$ cat src/source/usb_pins_pkg.sv
// Packed types for the USB chip pins and the pull-up enables
package usb_pins_pkg;

  // Pin inputs seen by the always-on domain
  // The data lines and the VBUS sense arrive straight from the pads with no synchronization
  typedef struct packed {
    // D+ line level
    logic dp;
    // D- line level
    logic dn;
    // VBUS sense, high while the host supplies power
    logic sense;
  } usb_pins_t;

  // Pull-up enables for the two data lines
  // The enabled pull-up selects the speed, and with pin flipping it may sit on D-
  typedef struct packed {
    // D+ pull-up enable
    logic dp_en;
    // D- pull-up enable
    logic dn_en;
  } usb_pullup_t;

endpackage

$ cat src/source/aon_wake_pkg.sv
// Wake detector state enum and the wake event struct
package aon_wake_pkg;

  // Takeover state of the always-on detector
  // In WAKE_IDLE the USB core owns the pull-ups and nothing is recorded
  // In WAKE_ACTIVE the detector holds the pull-ups and watches the bus
  typedef enum logic [0:0] {
    WAKE_IDLE   = 1'b0,
    WAKE_ACTIVE = 1'b1
  } wake_state_e;

  // One level per kind of wake event
  // The same layout carries both the filtered events and the sticky latched copies
  typedef struct packed {
    // Bus left the idle level set by the held pull-ups (resume or reset)
    logic bus_not_idle;
    // Both data lines low, which is how the host signals a bus reset
    logic bus_reset;
    // VBUS sense went low, so the cable was pulled or the host dropped power
    logic sense_lost;
  } wake_events_t;

  // The three fields are reported together on the top-level events output
  // Bit order from MSB: bus_not_idle, bus_reset, sense_lost
  // A zero value means nothing has been seen since the last takeover
  // The controller ORs new events into the latched copy while active
  // Leaving the active state returns the latched copy to zero

endpackage

$ cat src/source/aon_signal_filter.sv
// Two-flop synchronizer followed by a stability filter of configurable length
`timescale 1ns/100ps

module aon_signal_filter #(
  // Number of consecutive equal samples needed before the output follows
  parameter int unsigned Cycles = 4
) (
  input  logic clk_aon_i,
  input  logic rst_aon_ni,
  input  logic filter_i,
  output logic filter_o
);

  // Counter only needs to reach Cycles-1 and keeps at least one bit
  localparam int unsigned CntWidth = (Cycles > 1) ? $clog2(Cycles) : 1;
  localparam logic [CntWidth-1:0] CntMax = CntWidth'(Cycles - 1);

  // Synchronizer stages for the raw input, which is asynchronous to the always-on clock
  logic sync_q1, sync_q2;
  // Candidate value and the number of samples it has been seen in a row
  logic stored_q;
  logic [CntWidth-1:0] cnt_q;
  // Candidate changed on this sample
  logic update_stored;
  // Candidate has been equal for Cycles samples
  logic stable;
  logic filter_q;

  always_ff @(posedge clk_aon_i or negedge rst_aon_ni) begin
    if (!rst_aon_ni) begin
      sync_q1 <= 1'b0;
      sync_q2 <= 1'b0;
    end else begin
      sync_q1 <= filter_i;
      sync_q2 <= sync_q1;
    end
  end

  assign update_stored = (sync_q2 != stored_q);
  assign stable        = !update_stored && (cnt_q == CntMax);

  // The sample that brings a new candidate counts as its first one
  // Each further equal sample counts up until the count saturates
  always_ff @(posedge clk_aon_i or negedge rst_aon_ni) begin
    if (!rst_aon_ni) begin
      stored_q <= 1'b0;
      cnt_q    <= '0;
    end else if (update_stored) begin
      stored_q <= sync_q2;
      cnt_q    <= CntWidth'(1);
    end else if (cnt_q != CntMax) begin
      cnt_q <= cnt_q + 1'b1;
    end
  end

  // Output keeps its last value until the candidate has settled
  always_ff @(posedge clk_aon_i or negedge rst_aon_ni) begin
    if (!rst_aon_ni) begin
      filter_q <= 1'b0;
    end else if (stable) begin
      filter_q <= stored_q;
    end
  end

  assign filter_o = filter_q;

endmodule

$ cat src/source/usb_line_monitor.sv
// USB line monitor deriving not-idle, SE0 and sense-lost conditions and filtering each one
`timescale 1ns/100ps

module usb_line_monitor import usb_pins_pkg::*; import aon_wake_pkg::*; #(
  // Stability length for the not-idle condition
  parameter int unsigned NotIdleCycles = 4,
  // Stability length for the SE0 and sense-lost conditions
  parameter int unsigned SeCycles = 3
) (
  input  logic         clk_aon_i,
  input  logic         rst_aon_ni,
  // Raw pad levels
  input  usb_pins_t    pins_i,
  // Pull-up enables currently driven to the pads
  input  usb_pullup_t  pad_pullup_i,
  // Filtered conditions, one level per field
  output wake_events_t events_o
);

  // Unfiltered conditions, still asynchronous
  logic not_idle_raw;
  logic se0_raw;
  logic sense_lost_raw;

  // During suspend the enabled pull-up alone sets the line levels
  // Any line that disagrees with its pull-up means the host is driving the bus
  // This catches a resume K state as well as SE0
  // Comparing against the pull-ups rather than fixed levels keeps pin flipping working
  assign not_idle_raw = (pins_i.dp != pad_pullup_i.dp_en) |
                        (pins_i.dn != pad_pullup_i.dn_en);

  // Both lines low is single-ended zero, the bus reset signal
  assign se0_raw = ~pins_i.dp & ~pins_i.dn;

  // VBUS sense low means the device is no longer powered by the host
  assign sense_lost_raw = ~pins_i.sense;

  // Longer filter on activity so short noise does not wake the chip
  // It also gives a core that stayed on time to see the resume first
  aon_signal_filter #(
    .Cycles (NotIdleCycles)
  ) u_filter_not_idle (
    .clk_aon_i  (clk_aon_i),
    .rst_aon_ni (rst_aon_ni),
    .filter_i   (not_idle_raw),
    .filter_o   (events_o.bus_not_idle)
  );

  // SE0 filter
  aon_signal_filter #(
    .Cycles (SeCycles)
  ) u_filter_se0 (
    .clk_aon_i  (clk_aon_i),
    .rst_aon_ni (rst_aon_ni),
    .filter_i   (se0_raw),
    .filter_o   (events_o.bus_reset)
  );

  // Sense filter uses the same length as SE0
  aon_signal_filter #(
    .Cycles (SeCycles)
  ) u_filter_sense (
    .clk_aon_i  (clk_aon_i),
    .rst_aon_ni (rst_aon_ni),
    .filter_i   (sense_lost_raw),
    .filter_o   (events_o.sense_lost)
  );

endmodule

$ cat src/source/aon_wake_ctrl.sv
// Takeover state machine, sticky event latches and wake request of the always-on detector
`timescale 1ns/100ps

module aon_wake_ctrl import aon_wake_pkg::*; (
  input  logic         clk_aon_i,
  input  logic         rst_aon_ni,
  // Filtered conditions from the line monitor
  input  wake_events_t events_i,
  // Core hands control over, sampled in WAKE_IDLE only
  input  logic         suspend_req_i,
  // Core takes control back, sampled in WAKE_ACTIVE only
  input  logic         wake_ack_i,
  // High while this block holds the pull-ups
  output logic         active_o,
  // Events latched since the takeover
  output wake_events_t events_o,
  // Request to power the core back up
  output logic         wake_req_o
);

  wake_state_e state_q, state_d;
  logic active;

  wake_events_t events_q, events_d;
  logic wake_req_q, wake_req_d;
  // Any filtered condition present on this cycle
  logic any_event;

  // Two states only, request in and acknowledge out
  always_comb begin
    state_d = state_q;
    unique case (state_q)
      WAKE_IDLE: begin
        // Core is still in charge, wait for it to ask for suspend
        if (suspend_req_i) begin
          state_d = WAKE_ACTIVE;
        end
      end
      WAKE_ACTIVE: begin
        // Stay in charge until the core has woken and says so
        if (wake_ack_i) begin
          state_d = WAKE_IDLE;
        end
      end
      default: begin
        state_d = WAKE_IDLE;
      end
    endcase
  end

  always_ff @(posedge clk_aon_i or negedge rst_aon_ni) begin
    if (!rst_aon_ni) begin
      state_q <= WAKE_IDLE;
    end else begin
      state_q <= state_d;
    end
  end

  assign active    = (state_q == WAKE_ACTIVE);
  assign any_event = |events_i;

  // Each event sticks once seen while active
  // Dropping out of the active state clears everything on the next edge
  assign events_d   = active ? wake_events_t'(events_q | events_i) : '0;
  assign wake_req_d = active & (any_event | wake_req_q);

  always_ff @(posedge clk_aon_i or negedge rst_aon_ni) begin
    if (!rst_aon_ni) begin
      events_q   <= '0;
      wake_req_q <= 1'b0;
    end else begin
      events_q   <= events_d;
      wake_req_q <= wake_req_d;
    end
  end

  assign active_o   = active;
  assign events_o   = events_q;
  assign wake_req_o = wake_req_q;

endmodule

$ cat src/source/pullup_hold.sv
// Pull-up enable synchronizer, takeover hold register and pad enable mux
`timescale 1ns/100ps

module pullup_hold import usb_pins_pkg::*; (
  input  logic        clk_aon_i,
  input  logic        rst_aon_ni,
  // Enables from the USB core, in the core clock domain
  input  usb_pullup_t core_pullup_i,
  // High while the always-on detector owns the pull-ups
  input  logic        active_i,
  // Enables driven to the pads
  output usb_pullup_t pad_pullup_o
);

  // Core enables brought into the always-on domain
  usb_pullup_t sync_q1, sync_q2;
  // Value kept on the pads during takeover
  usb_pullup_t hold_q, hold_d;

  always_ff @(posedge clk_aon_i or negedge rst_aon_ni) begin
    if (!rst_aon_ni) begin
      sync_q1 <= '0;
      sync_q2 <= '0;
    end else begin
      sync_q1 <= core_pullup_i;
      sync_q2 <= sync_q1;
    end
  end

  // Follow the core while it is in charge, freeze once active
  // The core keeps its enables steady before requesting suspend,
  // so the frozen value matches what was on the pads at takeover
  assign hold_d = active_i ? hold_q : sync_q2;

  always_ff @(posedge clk_aon_i or negedge rst_aon_ni) begin
    if (!rst_aon_ni) begin
      hold_q <= '0;
    end else begin
      hold_q <= hold_d;
    end
  end

  // When idle the core drives the pads directly with no added latency
  // When active the core may be powered down and its outputs are meaningless
  assign pad_pullup_o = active_i ? hold_q : core_pullup_i;

endmodule

$ cat src/source/usb_aon_wake_top.sv
// Top level of the always-on USB wake detector connecting monitor, controller and pull-up hold
`timescale 1ns/100ps

module usb_aon_wake_top import usb_pins_pkg::*; import aon_wake_pkg::*; #(
  // Filter length for bus activity
  parameter int unsigned NotIdleCycles = 4,
  // Filter length for SE0 and VBUS sense
  parameter int unsigned SeCycles = 3
) (
  input  logic         clk_aon_i,
  input  logic         rst_aon_ni,
  // Chip pins
  input  usb_pins_t    pins_i,
  // Pull-up enables from the USB core
  input  usb_pullup_t  core_pullup_i,
  // Level handshake with the core, already in the always-on domain
  input  logic         suspend_req_i,
  input  logic         wake_ack_i,
  // Pull-up enables to the pads
  output usb_pullup_t  pad_pullup_o,
  // Power-up request to the core
  output logic         wake_req_o,
  // Events recorded during takeover
  output wake_events_t events_o,
  // Debug view of the takeover state
  output logic         wake_active_o
);

  // Filtered conditions on their way to the controller
  wake_events_t filt_events;
  // Takeover state shared by the controller and the pull-up hold
  logic wake_active;

  // Input side, compares the pins with the pull-ups actually on the pads
  usb_line_monitor #(
    .NotIdleCycles (NotIdleCycles),
    .SeCycles      (SeCycles)
  ) u_line_monitor (
    .clk_aon_i    (clk_aon_i),
    .rst_aon_ni   (rst_aon_ni),
    .pins_i       (pins_i),
    .pad_pullup_i (pad_pullup_o),
    .events_o     (filt_events)
  );

  // Takeover FSM and event latches
  aon_wake_ctrl u_wake_ctrl (
    .clk_aon_i     (clk_aon_i),
    .rst_aon_ni    (rst_aon_ni),
    .events_i      (filt_events),
    .suspend_req_i (suspend_req_i),
    .wake_ack_i    (wake_ack_i),
    .active_o      (wake_active),
    .events_o      (events_o),
    .wake_req_o    (wake_req_o)
  );

  // Output side, keeps the pull-ups steady while the core sleeps
  pullup_hold u_pullup_hold (
    .clk_aon_i     (clk_aon_i),
    .rst_aon_ni    (rst_aon_ni),
    .core_pullup_i (core_pullup_i),
    .active_i      (wake_active),
    .pad_pullup_o  (pad_pullup_o)
  );

  assign wake_active_o = wake_active;

endmodule

$ cat config.mk
export PLATFORM = sky130hd
export DESIGN_NAME = usb_aon_wake_top
export DESIGN_NICKNAME = d
export VERILOG_FILES = /design/src/source/usb_pins_pkg.sv /design/src/source/aon_wake_pkg.sv /design/src/source/aon_signal_filter.sv /design/src/source/usb_line_monitor.sv /design/src/source/aon_wake_ctrl.sv /design/src/source/pullup_hold.sv /design/src/source/usb_aon_wake_top.sv
export SDC_FILE = /design/constraint.sdc
export NUM_CORES = 1
export LEC_CHECK = 0
export ABC_AREA = 1
export ABC_CLOCK_PERIOD_IN_PS = 1300
export BUFFER_PORTS_ARGS = -buffer_cell sky130_fd_sc_hd__buf_4
export CAP_MARGIN = 10
export CORE_MARGIN = 2
export CORE_UTILIZATION = 54
export DETAILED_ROUTE_END_ITERATION = 10
export GPL_TIMING_DRIVEN = 0
export PLACE_DENSITY = 0.76
export SYNTH_ARGS = -nofsm -noshare
export SYNTH_HDL_FRONTEND = slang
export SYNTH_SLANG_ARGS = --single-unit
$ cat constraint.sdc
create_clock -name clk_aon_i -period 1.3 [get_ports clk_aon_i]
set_input_delay 0.13 -clock clk_aon_i [delete_from_list [all_inputs] [get_ports clk_aon_i]]
set_output_delay 0.13 -clock clk_aon_i [all_outputs]
set_load 0.01 [all_outputs]
==> impl_metrics.json <==
{
  "skew_ns": 0.00507,
  "dpl-instance-area_um2": 1260,
  "drt_pre_antenna_iters": 2,
  "cellLeakagePower_uw": 0.000769,
  "synth_edf_count": 0,
  "port-buffer-count": 15,
  "synth_nets": 128,
  "cts_tree": "yes",
  "clk_latency_ns": 0.31,
  "clockBufferDepth": 2,
  "syn_to_final_growth_pct": 27.1,
  "drt-initial-drc-count": 4,
  "layout_setup_ws_ns": 0.0618,
  "highest-signal-layer": "met4",
  "globalplace.congestion": 0.739,
  "maxSlewHeadroom_pct": 76.7,
  "ant_nets": 0,
  "synth_area_leaders": "dfrtp_1, nand2_1, inv_1",
  "synth_flop_cell": "dfrtp_1",
  "cts_sinks": 29,
  "final_nets": 160,
  "hold_viol_final": 0,
  "rows": 16,
  "dp.cells": 158,
  "dpl.hpwl_um": 1350,
  "synth_common_cells": "nand2_1, dfrtp_1, inv_1",
  "synth.avg_cell_area_um2": 9.60,
  "start_util_pct": 56.8,
  "hp-class": "in -> reg",
  "seq_area_frac_synth_pct": 65.2,
  "layout.cells.non_filler": 176,
  "start_kind": "primary input",
  "synth_top_cell_by_area": "dfrtp_1",
  "async_flop_share_pct": 100,
  "wl_met1_um": 808,
  "outcome": "complete, no violations",
  "yosysWarningCount": 0,
  "wl_per_cell_um": 11.8,
  "setup_viol": 0,
  "period_needed_ns": 1.24,
  "maxCapViolations": 0,
  "fin_total_pwr_uw": 2400,
  "core_um2": 1960,
  "finalInstanceArea_um2": 1420,
  "required_ns": 1.55,
  "wirelength_um": 2070,
  "dieArea_um2": 2440,
  "ir_worst_vdd_uv": 1110,
  "cts_made_buffers": 5,
  "overflow": 0,
  "grt_pass1_vias": 799,
  "dr_wl_met2_um": 1120,
  "power_density_nw_per_um2": 1700,
  "post-synth-top-count-cell": "nand2_1",
  "path_max_fanout": 3,
  "vias": 825,
  "worstPathArrival_ns": 1.49,
  "synth-seq-cells": 29,
  "grt_max_degree": 30,
  "clk_pin_slew_worst_paths_ns": 0.08,
  "yosysUniqueCellTypes": 13,
  "clock_tree.htree_level_count": 2,
  "final_max_slew_viol_count": 0,
  "diodes": 0,
  "dieWidth_um": 49.4,
  "grt_pass1_wl_um": 3590,
  "drc": 0,
  "boundaryPins": 16,
  "crit_type": "in -> reg",
  "cts-root-buf": "clkbuf_4",
  "die_h_um": 49.4,
  "drive_gt1_share_pct": 21.5,
  "syn_inst": 116,
  "dr_wl_met3_um": 100,
  "fmax_mhz": 808,
  "vias_per_cell": 4.69,
  "synth_top_cell_area_share_pct": 65.2,
  "netlist_area_um2": 1110,
  "period_share_pct": 95.2,
  "antenna_found_initial": 0,
  "grt_usage_pct": 20.7,
  "end_kind": "flip-flop",
  "worstMarginPinSlew_ns": 0.349,
  "dp_worst_setup_slack_ns": 0.184
}
==> flip-flops by register name, summed over array words and instances, names as in the netlist, 2 cells and up <==
signal                                  count
u_line_monitor.u_filter_not_idle.cnt_q      2
u_line_monitor.u_filter_se0.cnt_q           2
u_line_monitor.u_filter_sense.cnt_q         2
u_pullup_hold.hold_q                        2
u_pullup_hold.sync_q1                       2
u_pullup_hold.sync_q2                       2
u_wake_ctrl.events_o                        3
==> timing repair <==
action	in CTS	in global routing
resized for setup	1	5
pin swaps	0	0
buffers inserted	1	2
endpoints found under the hold margin	34	0
hold buffers	7	0
endpoints found under the setup margin	2	3
==> kinds of logic (layout without fill, tap and decap cells) <==
| group | after synthesis | after routing | share of synthesized area, % |
|---|---|---|---|
| simple gates | 55 | 55 | 20.0 |
| flops | 29 | 29 | 65.2 |
| buf+inv | 20 | 53 | 6.74 |
| compound gates | 7 | 7 | 3.15 |
| fa+ha+maj | 3 | 3 | 3.37 |
| xor+xnor | 2 | 2 | 1.57 |
==> through the flow <==
stage	util [%]	hold WS [ns]	setup TNS (ns)
final	72.1	0.0412	0
after global routing	72.1	0.0325	-0.00731
after CTS	70.8	0.00678	0
after detailed placement	64.2	0.0683	0
after global placement	64.2	0.0628	0
after floorplan	-	-0.166	0
==> path summary, 6_finish.rpt <==
check / from / to / slack [ns] / cells after the start
min: suspend_req_i / u_wake_ctrl.active_o / 0.04 / 3
min reg2reg: u_pullup_hold.sync_q1[0] / u_pullup_hold.sync_q2[0] / 0.35 / 0
max: pins_i[2] / u_line_monitor.u_filter_se0.sync_q1 / 0.06 / 4
max reg2reg: u_line_monitor.u_filter_sense.cnt_q[0] / u_line_monitor.u_filter_sense.filter_o / 0.20 / 5
min in group asynchronous: rst_aon_ni / u_line_monitor.u_filter_not_idle.filter_o / 0.26 / 2
max in group asynchronous: rst_aon_ni / u_wake_ctrl.active_o / 0.76 / 2
==> per-layer routing <==
metal  GRT usage, %  vias to the layer above
met5              0                        -
met4           9.72                        0
met3           9.20                        4
met2           34.5                       19
met1           22.7                      393
li1               -                      409
==> power by group <==
group	internal [uW]	leakage [uW]	switching (uW)
sequential	1110	0.000346	141
clock	215	0.0000265	272
combinational	307	0.000396	355
total	1630	0.000769	767
==> cells in the final DEF, fill, tap and decap left out <==
cell and instances:
clkbuf_1 6, dfrtp_1 28, nand3b_1 1, ha_1 2, nand2_2 6, ha_2 1
nand2_1 35, inv_4 1, nand3_1 4, xor2_1 2, clkbuf_4 5, dlygate4sd3_1 7
o21ai_0 6, nor2_1 9, buf_4 18, dfrtp_2 1, a21oi_1 1, inv_1 16
==> area by class of cell <==
| class | count | area [um^2] |
|---|---|---|
| Sequential cell | 29 | 727 |
| Inverter | 17 | 66.3 |
| Buffer | 3 | 11.3 |
| Timing Repair Buffer | 25 | 205 |
| Tap cell | 27 | 33.8 |
| Clock buffer | 8 | 48.8 |
| Multi-Input combinational cell | 67 | 323 |
| Fill cell | 159 | 547 |
==> critical path, stage by stage <==
cell and delay, ns:
dlygate4sd3_1 0.54, buf_4 0.14, nor2_1 0.12, dlygate4sd3_1 0.56
Power figures use the tool's default switching activity.
